<file path="src/include/spindle_defines.svh">
`ifndef SPINDLE_DEFINES_SVH
`define SPINDLE_DEFINES_SVH

// datapath widths
`define RATE_W        16   // rate sample and channel offset
`define GAIN_W        16   // gain word
`define GAIN_FRAC     8    // gain fraction bits, 256 is unity
`define POT_W         24   // membrane potential accumulator
`define CNT_W         16   // spike counters, wrap on overflow

// input credits held by the sender at reset, also the FIFO depth
`define FIFO_DEPTH    4

// parameter values after reset
`define OFFSET_IA_RST 10
`define OFFSET_II_RST 10
`define GAIN_IA_RST   256  // 1.0
`define GAIN_II_RST   128  // 0.5
`define THRESH_RST    1024

// payload bits carried by a command word
`define CMD_DATA_W    24

`endif

</file>
<file path="src/afferent_pkg.sv">
`include "spindle_defines.svh"

package afferent_pkg;

    // command opcodes for the parameter port
    typedef enum logic [2:0] {
        OP_NOP       = 3'd0,
        OP_OFFSET_IA = 3'd1,
        OP_GAIN_IA   = 3'd2,
        OP_OFFSET_II = 3'd3,
        OP_GAIN_II   = 3'd4,
        OP_THRESH    = 3'd5,
        OP_CLEAR     = 3'd6   // zero potentials and counts
    } afferent_op_e;

    typedef struct packed {
        afferent_op_e            op;
        logic [`CMD_DATA_W-1:0]  data;   // low bits used for offset / gain
    } param_cmd_t;

    typedef struct packed {
        logic [`RATE_W-1:0] rate_ia;
        logic [`RATE_W-1:0] rate_ii;
    } rate_sample_t;

    typedef struct packed {
        logic [`RATE_W-1:0] offset;
        logic [`GAIN_W-1:0] gain;     // unsigned, `GAIN_FRAC fraction bits
    } chan_param_t;

    typedef struct packed {
        logic              spike_ia;
        logic              spike_ii;
        logic [`CNT_W-1:0] count_ia;  // count including this event
        logic [`CNT_W-1:0] count_ii;
    } spike_event_t;

endpackage

</file>
<file path="src/param_regs.sv">
`timescale 1ns/1ps
`include "spindle_defines.svh"

module param_regs
    import afferent_pkg::*;
(
    input  logic              ep50trig,
    input  logic              reset_global,
    input  param_cmd_t        i_cmd,
    input  logic              i_cmd_valid,
    output chan_param_t       o_param_ia,
    output chan_param_t       o_param_ii,
    output logic [`POT_W-1:0] o_thresh,
    output logic              o_clear
);

    logic [`RATE_W-1:0] cmd_offset;  // command data cut to offset width
    logic [`GAIN_W-1:0] cmd_gain;

    assign cmd_offset = i_cmd.data[`RATE_W-1:0];
    assign cmd_gain   = i_cmd.data[`GAIN_W-1:0];

    // one write per command, new value visible the following cycle
    always_ff @(posedge ep50trig) begin
        if (reset_global) begin
            o_param_ia.offset <= `RATE_W'(`OFFSET_IA_RST);
            o_param_ia.gain   <= `GAIN_W'(`GAIN_IA_RST);
            o_param_ii.offset <= `RATE_W'(`OFFSET_II_RST);
            o_param_ii.gain   <= `GAIN_W'(`GAIN_II_RST);
            o_thresh          <= `POT_W'(`THRESH_RST);
            o_clear           <= 1'b0;
        end else begin
            o_clear <= 1'b0;  // clear is a single-cycle pulse
            if (i_cmd_valid) begin
                case (i_cmd.op)
                    OP_OFFSET_IA: o_param_ia.offset <= cmd_offset;
                    OP_GAIN_IA:   o_param_ia.gain   <= cmd_gain;
                    OP_OFFSET_II: o_param_ii.offset <= cmd_offset;
                    OP_GAIN_II:   o_param_ii.gain   <= cmd_gain;
                    OP_THRESH: begin
                        o_thresh <= i_cmd.data[`POT_W-1:0];  // full 24 bits
                    end
                    OP_CLEAR:     o_clear <= 1'b1;
                    default: begin
                        // OP_NOP and unused codes leave the bank alone
                    end
                endcase
            end
        end
    end

endmodule

</file>
<file path="src/rate_fifo.sv">
`timescale 1ns/1ps
`include "spindle_defines.svh"

module rate_fifo
    import afferent_pkg::*;
(
    input  logic         ep50trig,
    input  logic         reset_global,
    input  rate_sample_t i_sample,
    input  logic         i_sample_valid,
    output rate_sample_t o_sample,
    output logic         o_sample_valid,
    output logic         o_credit
);

    localparam int PTR_W = $clog2(`FIFO_DEPTH);
    localparam int CNT_W = $clog2(`FIFO_DEPTH + 1);  // must hold the full count

    rate_sample_t     mem [`FIFO_DEPTH];
    logic [PTR_W-1:0] wr_ptr;
    logic [PTR_W-1:0] rd_ptr;
    logic [CNT_W-1:0] count;
    logic             pop;

    assign pop = (count != '0);  // drain every cycle there is data

    // head entry goes straight to the channels, credit returns with it
    assign o_sample       = mem[rd_ptr];
    assign o_sample_valid = pop;
    assign o_credit       = pop;

    // storage, written whenever the sender spends a credit
    always_ff @(posedge ep50trig) begin
        if (i_sample_valid)
            mem[wr_ptr] <= i_sample;
    end

    always_ff @(posedge ep50trig) begin
        if (reset_global) begin
            wr_ptr <= '0;
            rd_ptr <= '0;
            count  <= '0;
        end else begin
            if (i_sample_valid)
                wr_ptr <= (wr_ptr == PTR_W'(`FIFO_DEPTH - 1)) ? '0 : wr_ptr + 1'b1;
            if (pop)
                rd_ptr <= (rd_ptr == PTR_W'(`FIFO_DEPTH - 1)) ? '0 : rd_ptr + 1'b1;
            // push and pop together leave the count unchanged
            count <= count + CNT_W'(i_sample_valid) - CNT_W'(pop);
        end
    end

endmodule

</file>
<file path="src/afferent_channel.sv">
`timescale 1ns/1ps
`include "spindle_defines.svh"

module afferent_channel
    import afferent_pkg::*;
(
    input  logic               ep50trig,
    input  logic               reset_global,
    input  logic [`RATE_W-1:0] i_rate,
    input  logic               i_valid,
    input  chan_param_t        i_param,
    input  logic [`POT_W-1:0]  i_thresh,
    input  logic               i_clear,
    output logic               o_spike,
    output logic               o_valid
);

    localparam int PROD_W = `RATE_W + `GAIN_W;

    // stage 1 signals
    logic [`RATE_W-1:0]           diff;
    logic [PROD_W-1:0]            prod;
    logic [PROD_W-`GAIN_FRAC-1:0] scaled;
    logic [`RATE_W-1:0]           drive_next;
    logic [`RATE_W-1:0]           drive;      // registered drive
    logic                         s1_valid;

    // stage 2 signals
    logic [`POT_W-1:0] pot;                   // membrane potential
    logic [`POT_W-1:0] pot_base;
    logic [`POT_W:0]   sum;                   // one extra bit for carry
    logic [`POT_W:0]   pot_next;
    logic              fire;

    // offset removal, floored at zero
    assign diff   = (i_rate > i_param.offset) ? i_rate - i_param.offset : '0;
    assign prod   = diff * i_param.gain;
    assign scaled = prod[PROD_W-1:`GAIN_FRAC];   // drop gain fraction
    assign drive_next = (|scaled[PROD_W-`GAIN_FRAC-1:`RATE_W]) ?
                        {`RATE_W{1'b1}} : scaled[`RATE_W-1:0];  // saturate to 16 bits

    always_ff @(posedge ep50trig) begin
        drive <= drive_next;  // payload, qualified by s1_valid
    end

    // a clear in the same cycle as a sample integrates from zero
    assign pot_base = i_clear ? '0 : pot;
    assign sum      = pot_base + drive;
    assign fire     = (sum >= {1'b0, i_thresh});
    assign pot_next = fire ? sum - {1'b0, i_thresh} : sum;

    always_ff @(posedge ep50trig) begin
        if (reset_global) begin
            s1_valid <= 1'b0;
            pot      <= '0;
            o_spike  <= 1'b0;
            o_valid  <= 1'b0;
        end else begin
            s1_valid <= i_valid;
            o_valid  <= s1_valid;
            o_spike  <= s1_valid & fire;  // at most one spike per sample
            if (s1_valid) begin
                // clamp at full scale instead of wrapping
                pot <= pot_next[`POT_W] ? {`POT_W{1'b1}} : pot_next[`POT_W-1:0];
            end else if (i_clear) begin
                pot <= '0;
            end
        end
    end

endmodule

</file>
<file path="src/spike_tally.sv">
`timescale 1ns/1ps
`include "spindle_defines.svh"

module spike_tally
    import afferent_pkg::*;
(
    input  logic         ep50trig,
    input  logic         reset_global,
    input  logic         i_spike_ia,
    input  logic         i_spike_ii,
    input  logic         i_valid,       // Ia valid, II runs in lockstep
    input  logic         i_clear,
    output spike_event_t o_event,
    output logic         o_event_valid
);

    logic [`CNT_W-1:0] count_ia;
    logic [`CNT_W-1:0] count_ii;
    logic [`CNT_W-1:0] next_ia;
    logic [`CNT_W-1:0] next_ii;

    // clear first, then count the spike of a coincident sample
    assign next_ia = (i_clear ? '0 : count_ia) + `CNT_W'(i_spike_ia);  // wraps
    assign next_ii = (i_clear ? '0 : count_ii) + `CNT_W'(i_spike_ii);

    always_ff @(posedge ep50trig) begin
        if (reset_global) begin
            count_ia      <= '0;
            count_ii      <= '0;
            o_event       <= '0;
            o_event_valid <= 1'b0;
        end else begin
            o_event_valid <= i_valid;
            if (i_valid) begin
                count_ia <= next_ia;
                count_ii <= next_ii;
                o_event  <= '{spike_ia: i_spike_ia, spike_ii: i_spike_ii,
                              count_ia: next_ia, count_ii: next_ii};
            end else if (i_clear) begin
                count_ia <= '0;  // idle clear
                count_ii <= '0;
            end
        end
    end

endmodule

</file>
<file path="src/afferent_encoder_top.sv">
`timescale 1ns/1ps
`include "spindle_defines.svh"

module afferent_encoder_top
    import afferent_pkg::*;
(
    input  logic         ep50trig,
    input  logic         reset_global,
    input  rate_sample_t i_sample,
    input  logic         i_sample_valid,
    output logic         o_credit,
    input  param_cmd_t   i_cmd,
    input  logic         i_cmd_valid,
    output spike_event_t o_event,
    output logic         o_event_valid
);

    rate_sample_t      fifo_sample;    // popped sample
    logic              fifo_valid;
    chan_param_t       param_ia;
    chan_param_t       param_ii;
    logic [`POT_W-1:0] thresh;         // shared by both channels
    logic              clear;
    logic              spike_ia;
    logic              spike_ii;
    logic              chan_valid;

    rate_fifo u_fifo (
        .ep50trig       (ep50trig),
        .reset_global   (reset_global),
        .i_sample       (i_sample),
        .i_sample_valid (i_sample_valid),
        .o_sample       (fifo_sample),
        .o_sample_valid (fifo_valid),
        .o_credit       (o_credit)
    );

    param_regs u_regs (
        .ep50trig     (ep50trig),
        .reset_global (reset_global),
        .i_cmd        (i_cmd),
        .i_cmd_valid  (i_cmd_valid),
        .o_param_ia   (param_ia),
        .o_param_ii   (param_ii),
        .o_thresh     (thresh),
        .o_clear      (clear)
    );

    afferent_channel u_ia (
        .ep50trig     (ep50trig),
        .reset_global (reset_global),
        .i_rate       (fifo_sample.rate_ia),
        .i_valid      (fifo_valid),
        .i_param      (param_ia),
        .i_thresh     (thresh),
        .i_clear      (clear),
        .o_spike      (spike_ia),
        .o_valid      (chan_valid)
    );

    // same timing as u_ia, its valid is redundant
    afferent_channel u_ii (
        .ep50trig     (ep50trig),
        .reset_global (reset_global),
        .i_rate       (fifo_sample.rate_ii),
        .i_valid      (fifo_valid),
        .i_param      (param_ii),
        .i_thresh     (thresh),
        .i_clear      (clear),
        .o_spike      (spike_ii),
        .o_valid      ()
    );

    spike_tally u_tally (
        .ep50trig      (ep50trig),
        .reset_global  (reset_global),
        .i_spike_ia    (spike_ia),
        .i_spike_ii    (spike_ii),
        .i_valid       (chan_valid),
        .i_clear       (clear),
        .o_event       (o_event),
        .o_event_valid (o_event_valid)
    );

endmodule

</file>
<file path="config.mk">
export PLATFORM = sky130hd
export DESIGN_NAME = afferent_encoder_top
export DESIGN_NICKNAME = d
export VERILOG_FILES = /design/src/afferent_pkg.sv /design/src/param_regs.sv /design/src/rate_fifo.sv /design/src/afferent_channel.sv /design/src/spike_tally.sv /design/src/afferent_encoder_top.sv
export VERILOG_INCLUDE_DIRS = /design/src /design/src/include
export SDC_FILE = /design/constraint.sdc
export NUM_CORES = 2
export LEC_CHECK = 0
export BUFFER_PORTS_ARGS = -buffer_cell sky130_fd_sc_hd__clkbuf_2
export CELL_PAD_IN_SITES_DETAIL_PLACEMENT = 0
export CELL_PAD_IN_SITES_GLOBAL_PLACEMENT = 1
export CORE_MARGIN = 2
export CORE_UTILIZATION = 54
export DETAILED_ROUTE_END_ITERATION = 12
export PLACE_DENSITY = 0.84
export SETUP_SLACK_MARGIN = 0.05
export SYNTH_ARGS = -nofsm -noshare
export SYNTH_HDL_FRONTEND = slang
export SYNTH_SLANG_ARGS = --single-unit
</file>
<file path="constraint.sdc">
create_clock -name ep50trig -period 14.5 [get_ports ep50trig]
set_clock_uncertainty 0.2 [all_clocks]
set_input_delay 2.9 -clock ep50trig [delete_from_list [all_inputs] [get_ports ep50trig]]
set_output_delay 2.9 -clock ep50trig [all_outputs]
set_load 0.02 [all_outputs]
</file>
==> flow_summary_export.csv <==
group,metric,value,unit
synth,syn_nets,4980,
power_and_ir_drop,p_per_area,233,mW/mm²
power_and_ir_drop,p_sw_frac,0.514,
synth,netlist_area,0.0378,mm²
synth,synth-compound-area-share,0.110,
sta,tns,0,ns
floorplan,design.die.area,0.0722,mm²
routing,via_count,29000,
synth,synth-seq-area-share,0.233,
clock_network,clock-sinks,377,
sta,setup_slack,4.01,ns
critical_path,required,14.72,ns
cells_and_area,finalNonFillerCells,5163,
sta,setup_viol,0,
synth,synthArstFlopShare,0,
power_and_ir_drop,internal_power,0.00460,W
cells_and_area,post-route-util,0.583,
cells_and_area,nNetsFinal,4973,
power_and_ir_drop,power_frac_seq,0.141,
critical_path,worstSetupPathType,"flop to flop",
hold_path,min_path_type,"flop to flop",
clock_network,root_buffer,"clkbuf_16",
critical_path,endpoint_kind,"flop",
global_route,gr-usage-met2,0.438,
sta,fmaxAchievable,95.3,MHz
critical_path,path_common_cell,"fa_1",
synth,netlist_instances,4197,
cells_and_area,area_growth,7.36,%
synth,yosys.area_share.xor_xnor,0.0445,
floorplan,pin_count,99,
clock_network,numCtsBuffers,42,
synth,yosys.area_share.simple,0.192,
synth,synth_ff_type,"dfxtp_1",
synth,ys_ff_latch,377,
sta,worstMarginPinSlew,1.19,ns
sta,period_share,0.723,
placement,place_congestion,0.885,
global_route,use_met1,0.388,
clock_network,clk_pin_slew_worst_paths,0.06,ns
critical_path,cp_slowest_stage_delay,0.96,ns
floorplan,core,0.0697,mm²
clock_network,clk_latency,0.59,ns
placement,pre_cts_ws,3.97,ns
sta,hold_viol,0,
sta,maxSlewViolCount,0,
floorplan,fp-row-count,97,
cells_and_area,antenna_cells,0,
sta,rsz0062_at_grt,"false",
clock_network,cts_tree,"built",
power_and_ir_drop,comb_power_share,0.735,
critical_path,startpoint_type,"flop",
critical_path,cp_slowest_cell,"nor3_2",
synth,synthAdderAreaFrac,0.316,
synth,syn_area_per_cell,9.01,µm²
critical_path,crit_fanout,31,
synth,synth_top_family_by_area,"adder cells",
routing,remaining_drc_errors,0,
routing,ant_nets,0,
floorplan,chipWidth,269,µm
routing,wirelength,97.2,mm
global_route,grt_overflow_total,0,
global_route,use_met3,0.0498,
power_and_ir_drop,p_leak,18.4,nW
critical_path,rrSetupSlack,4.01,ns
power_and_ir_drop,power.net_switching,0.00486,W
power_and_ir_drop,clock_power_share,0.124,
global_route,grt_start_max_net_pins,87,
placement,dpl.cell_count,5086,
routing,routedWlPerCell,18.8,µm
global_route,grt_pass1_wl,156,mm
synth,synth_mux_area_frac,0.0289,
job,maxCapViolCount,0,
sta,min_period,10.49,ns
synth,ys_types,86,
routing,post_drt_via_cell_ratio,5.62,
power_and_ir_drop,ir_worst_vdd,141,µV
global_route,top_usage_layer,"met2",
routing,drtPass1Iterations,6,
global_route,track_usage,0.274,
clock_network,cts.path.max_buffers,3,
clock_network,cts_hold_buf,0,
placement,portBuffers,98,
routing,drt_iter0_markers,2130,
synth,synth_edf_count,128,
floorplan,die_h,269,µm
clock_network,ctsResizeCount,0,
clock_network,htreeDepth,2,
clock_network,postCtsSetupRepairBufs,0,
sta,relSlewSlack,0.201,
global_route,antenna_found_initial,3,
placement,dp_hpwl,72.0,mm
synth,ys_warn_count,0,
cells_and_area,drive_above_1_share,0.0717,
floorplan,start_util,0.543,
critical_path,arrival,10.71,ns
global_route,grt_pass1_vias,29000,
outcome,status,"finished clean",
[worst paths after layout]
path                               from               endpoint  depth (start not counted)
setup / recovery                   flop         u_ia.drive[10]                         28
hold / removal    u_regs.o_param_ia[23]  u_regs.o_param_ia[23]                          2
hold reg to reg   u_regs.o_param_ia[23]  u_regs.o_param_ia[23]                          2
setup reg to reg                   flop         u_ia.drive[10]                         28
[power groups by stage]
| stage | logic [W] | clock network [W] | registers, W |
|---|---|---|---|
| after CTS | 0.00692 | 0.00120 | 0.00133 |
| after global placement | 0.00681 | 0 | 0.00135 |
| after global routing | 0.00776 | 0.00124 | 0.00134 |
| after floorplan | 0.00517 | 0 | 0.00133 |
| final | 0.00695 | 0.00117 | 0.00133 |
| after detailed placement | 0.00688 | 0 | 0.00135 |
[cells in the final DEF, fill, tap and decap left out, types with 82 or more instances in the layout]
cell type,Yosys,layout
edfxtp_1,128,128
nor2_1,256,252
inv_1,549,549
nand2_1,518,518
xnor2_1,110,109
and2_1,206,206
ha_1,327,327
clkbuf_2,0,97
dfxtp_1,249,245
xor2_1,82,82
a21oi_1,274,272
fa_1,393,393
and3_1,95,95
[cells by family after synthesis]
group	after synthesis
XOR/XNOR	192
multiplexers	68
AND/OR/NAND/NOR	1450
AO/OA/AOI/OAI	652
buffers and inverters	738
flip-flops	377
adder cells (fa/ha/maj)	720
[per-layer routing]
metal,part of all wire,vias up
met5,0.00028,-
met4,0.021,4
met3,0.077,141
met2,0.45,934
met1,0.46,14100
li1,-,13900
[critical path: cells and delay by family, from the launching register on]
kind	cells	cell delay [ns]
compound gates	3	0.77
buf+inv	4	0.66
mux	1	0.61
fa+ha+maj	8	3.80
flops	1	0.34
simple gates	11	3.79
xor+xnor	1	0.18
[registers in the layout, indices dropped and copies added, names as in the netlist, 2 cells and up, named ones only]
register and count:
u_fifo.mem 128, u_tally.o_event 34, u_regs.o_param_ia 32, u_regs.o_param_ii 32, u_ia.pot 24, u_ii.pot 24, u_regs.o_thresh 24, u_ia.drive 16
u_ii.drive 16, u_tally.count_ia 16, u_tally.count_ii 16, u_fifo.count 3, u_fifo.rd_ptr 2, u_fifo.wr_ptr 2
[Yosys cell counts, types with 19 or more instances]
library cell	instances	share of area
o21ai_0	71	0.0094
nor2b_1	74	0.012
xor2_1	82	0.019
dfxtp_1	249	0.13
edfxtp_1	128	0.10
nand2_1	518	0.051
fa_1	393	0.21
inv_1	549	0.054
nand4_1	37	0.0061
nand2b_1	29	0.0048
xnor2_1	110	0.025
ha_1	327	0.11
a21oi_1	274	0.036
nand4b_1	19	0.0044
and2_1	206	0.034
clkbuf_1	156	0.015
a211oi_1	64	0.013
nor2_1	256	0.025
mux4_2	32	0.019
a21o_1	71	0.014
o21bai_1	23	0.0046
and3_1	95	0.016
mux2i_1	26	0.0069
nor3_1	43	0.0057
nand3_1	81	0.011
o21a_1	24	0.0048
[metrics by stage]
| stage | power, W | hold WS (ns) | instance area, µm² |
|---|---|---|---|
| 2_1_floorplan | 0.00650 | 0.236 | 37800 |
| 4_1_cts | 0.00945 | 0.256 | 40600 |
| 5_1_grt | 0.0103 | 0.272 | 40600 |
| 3_3_place_gp | 0.00816 | 0.243 | 39100 |
| 6_report | 0.00946 | 0.254 | 40600 |
| 3_5_place_dp | 0.00823 | 0.247 | 39100 |
[final cells by class]
class	count	area, µm²
clock buffers	54	1130
fillers	6362	29100
clock inverters	23	393
flip-flops and latches	377	8830
multi-input cells	3082	26200
inverters	551	2070
repair buffers	136	782
well taps	940	1180
Power figures use the tool's default switching activity.
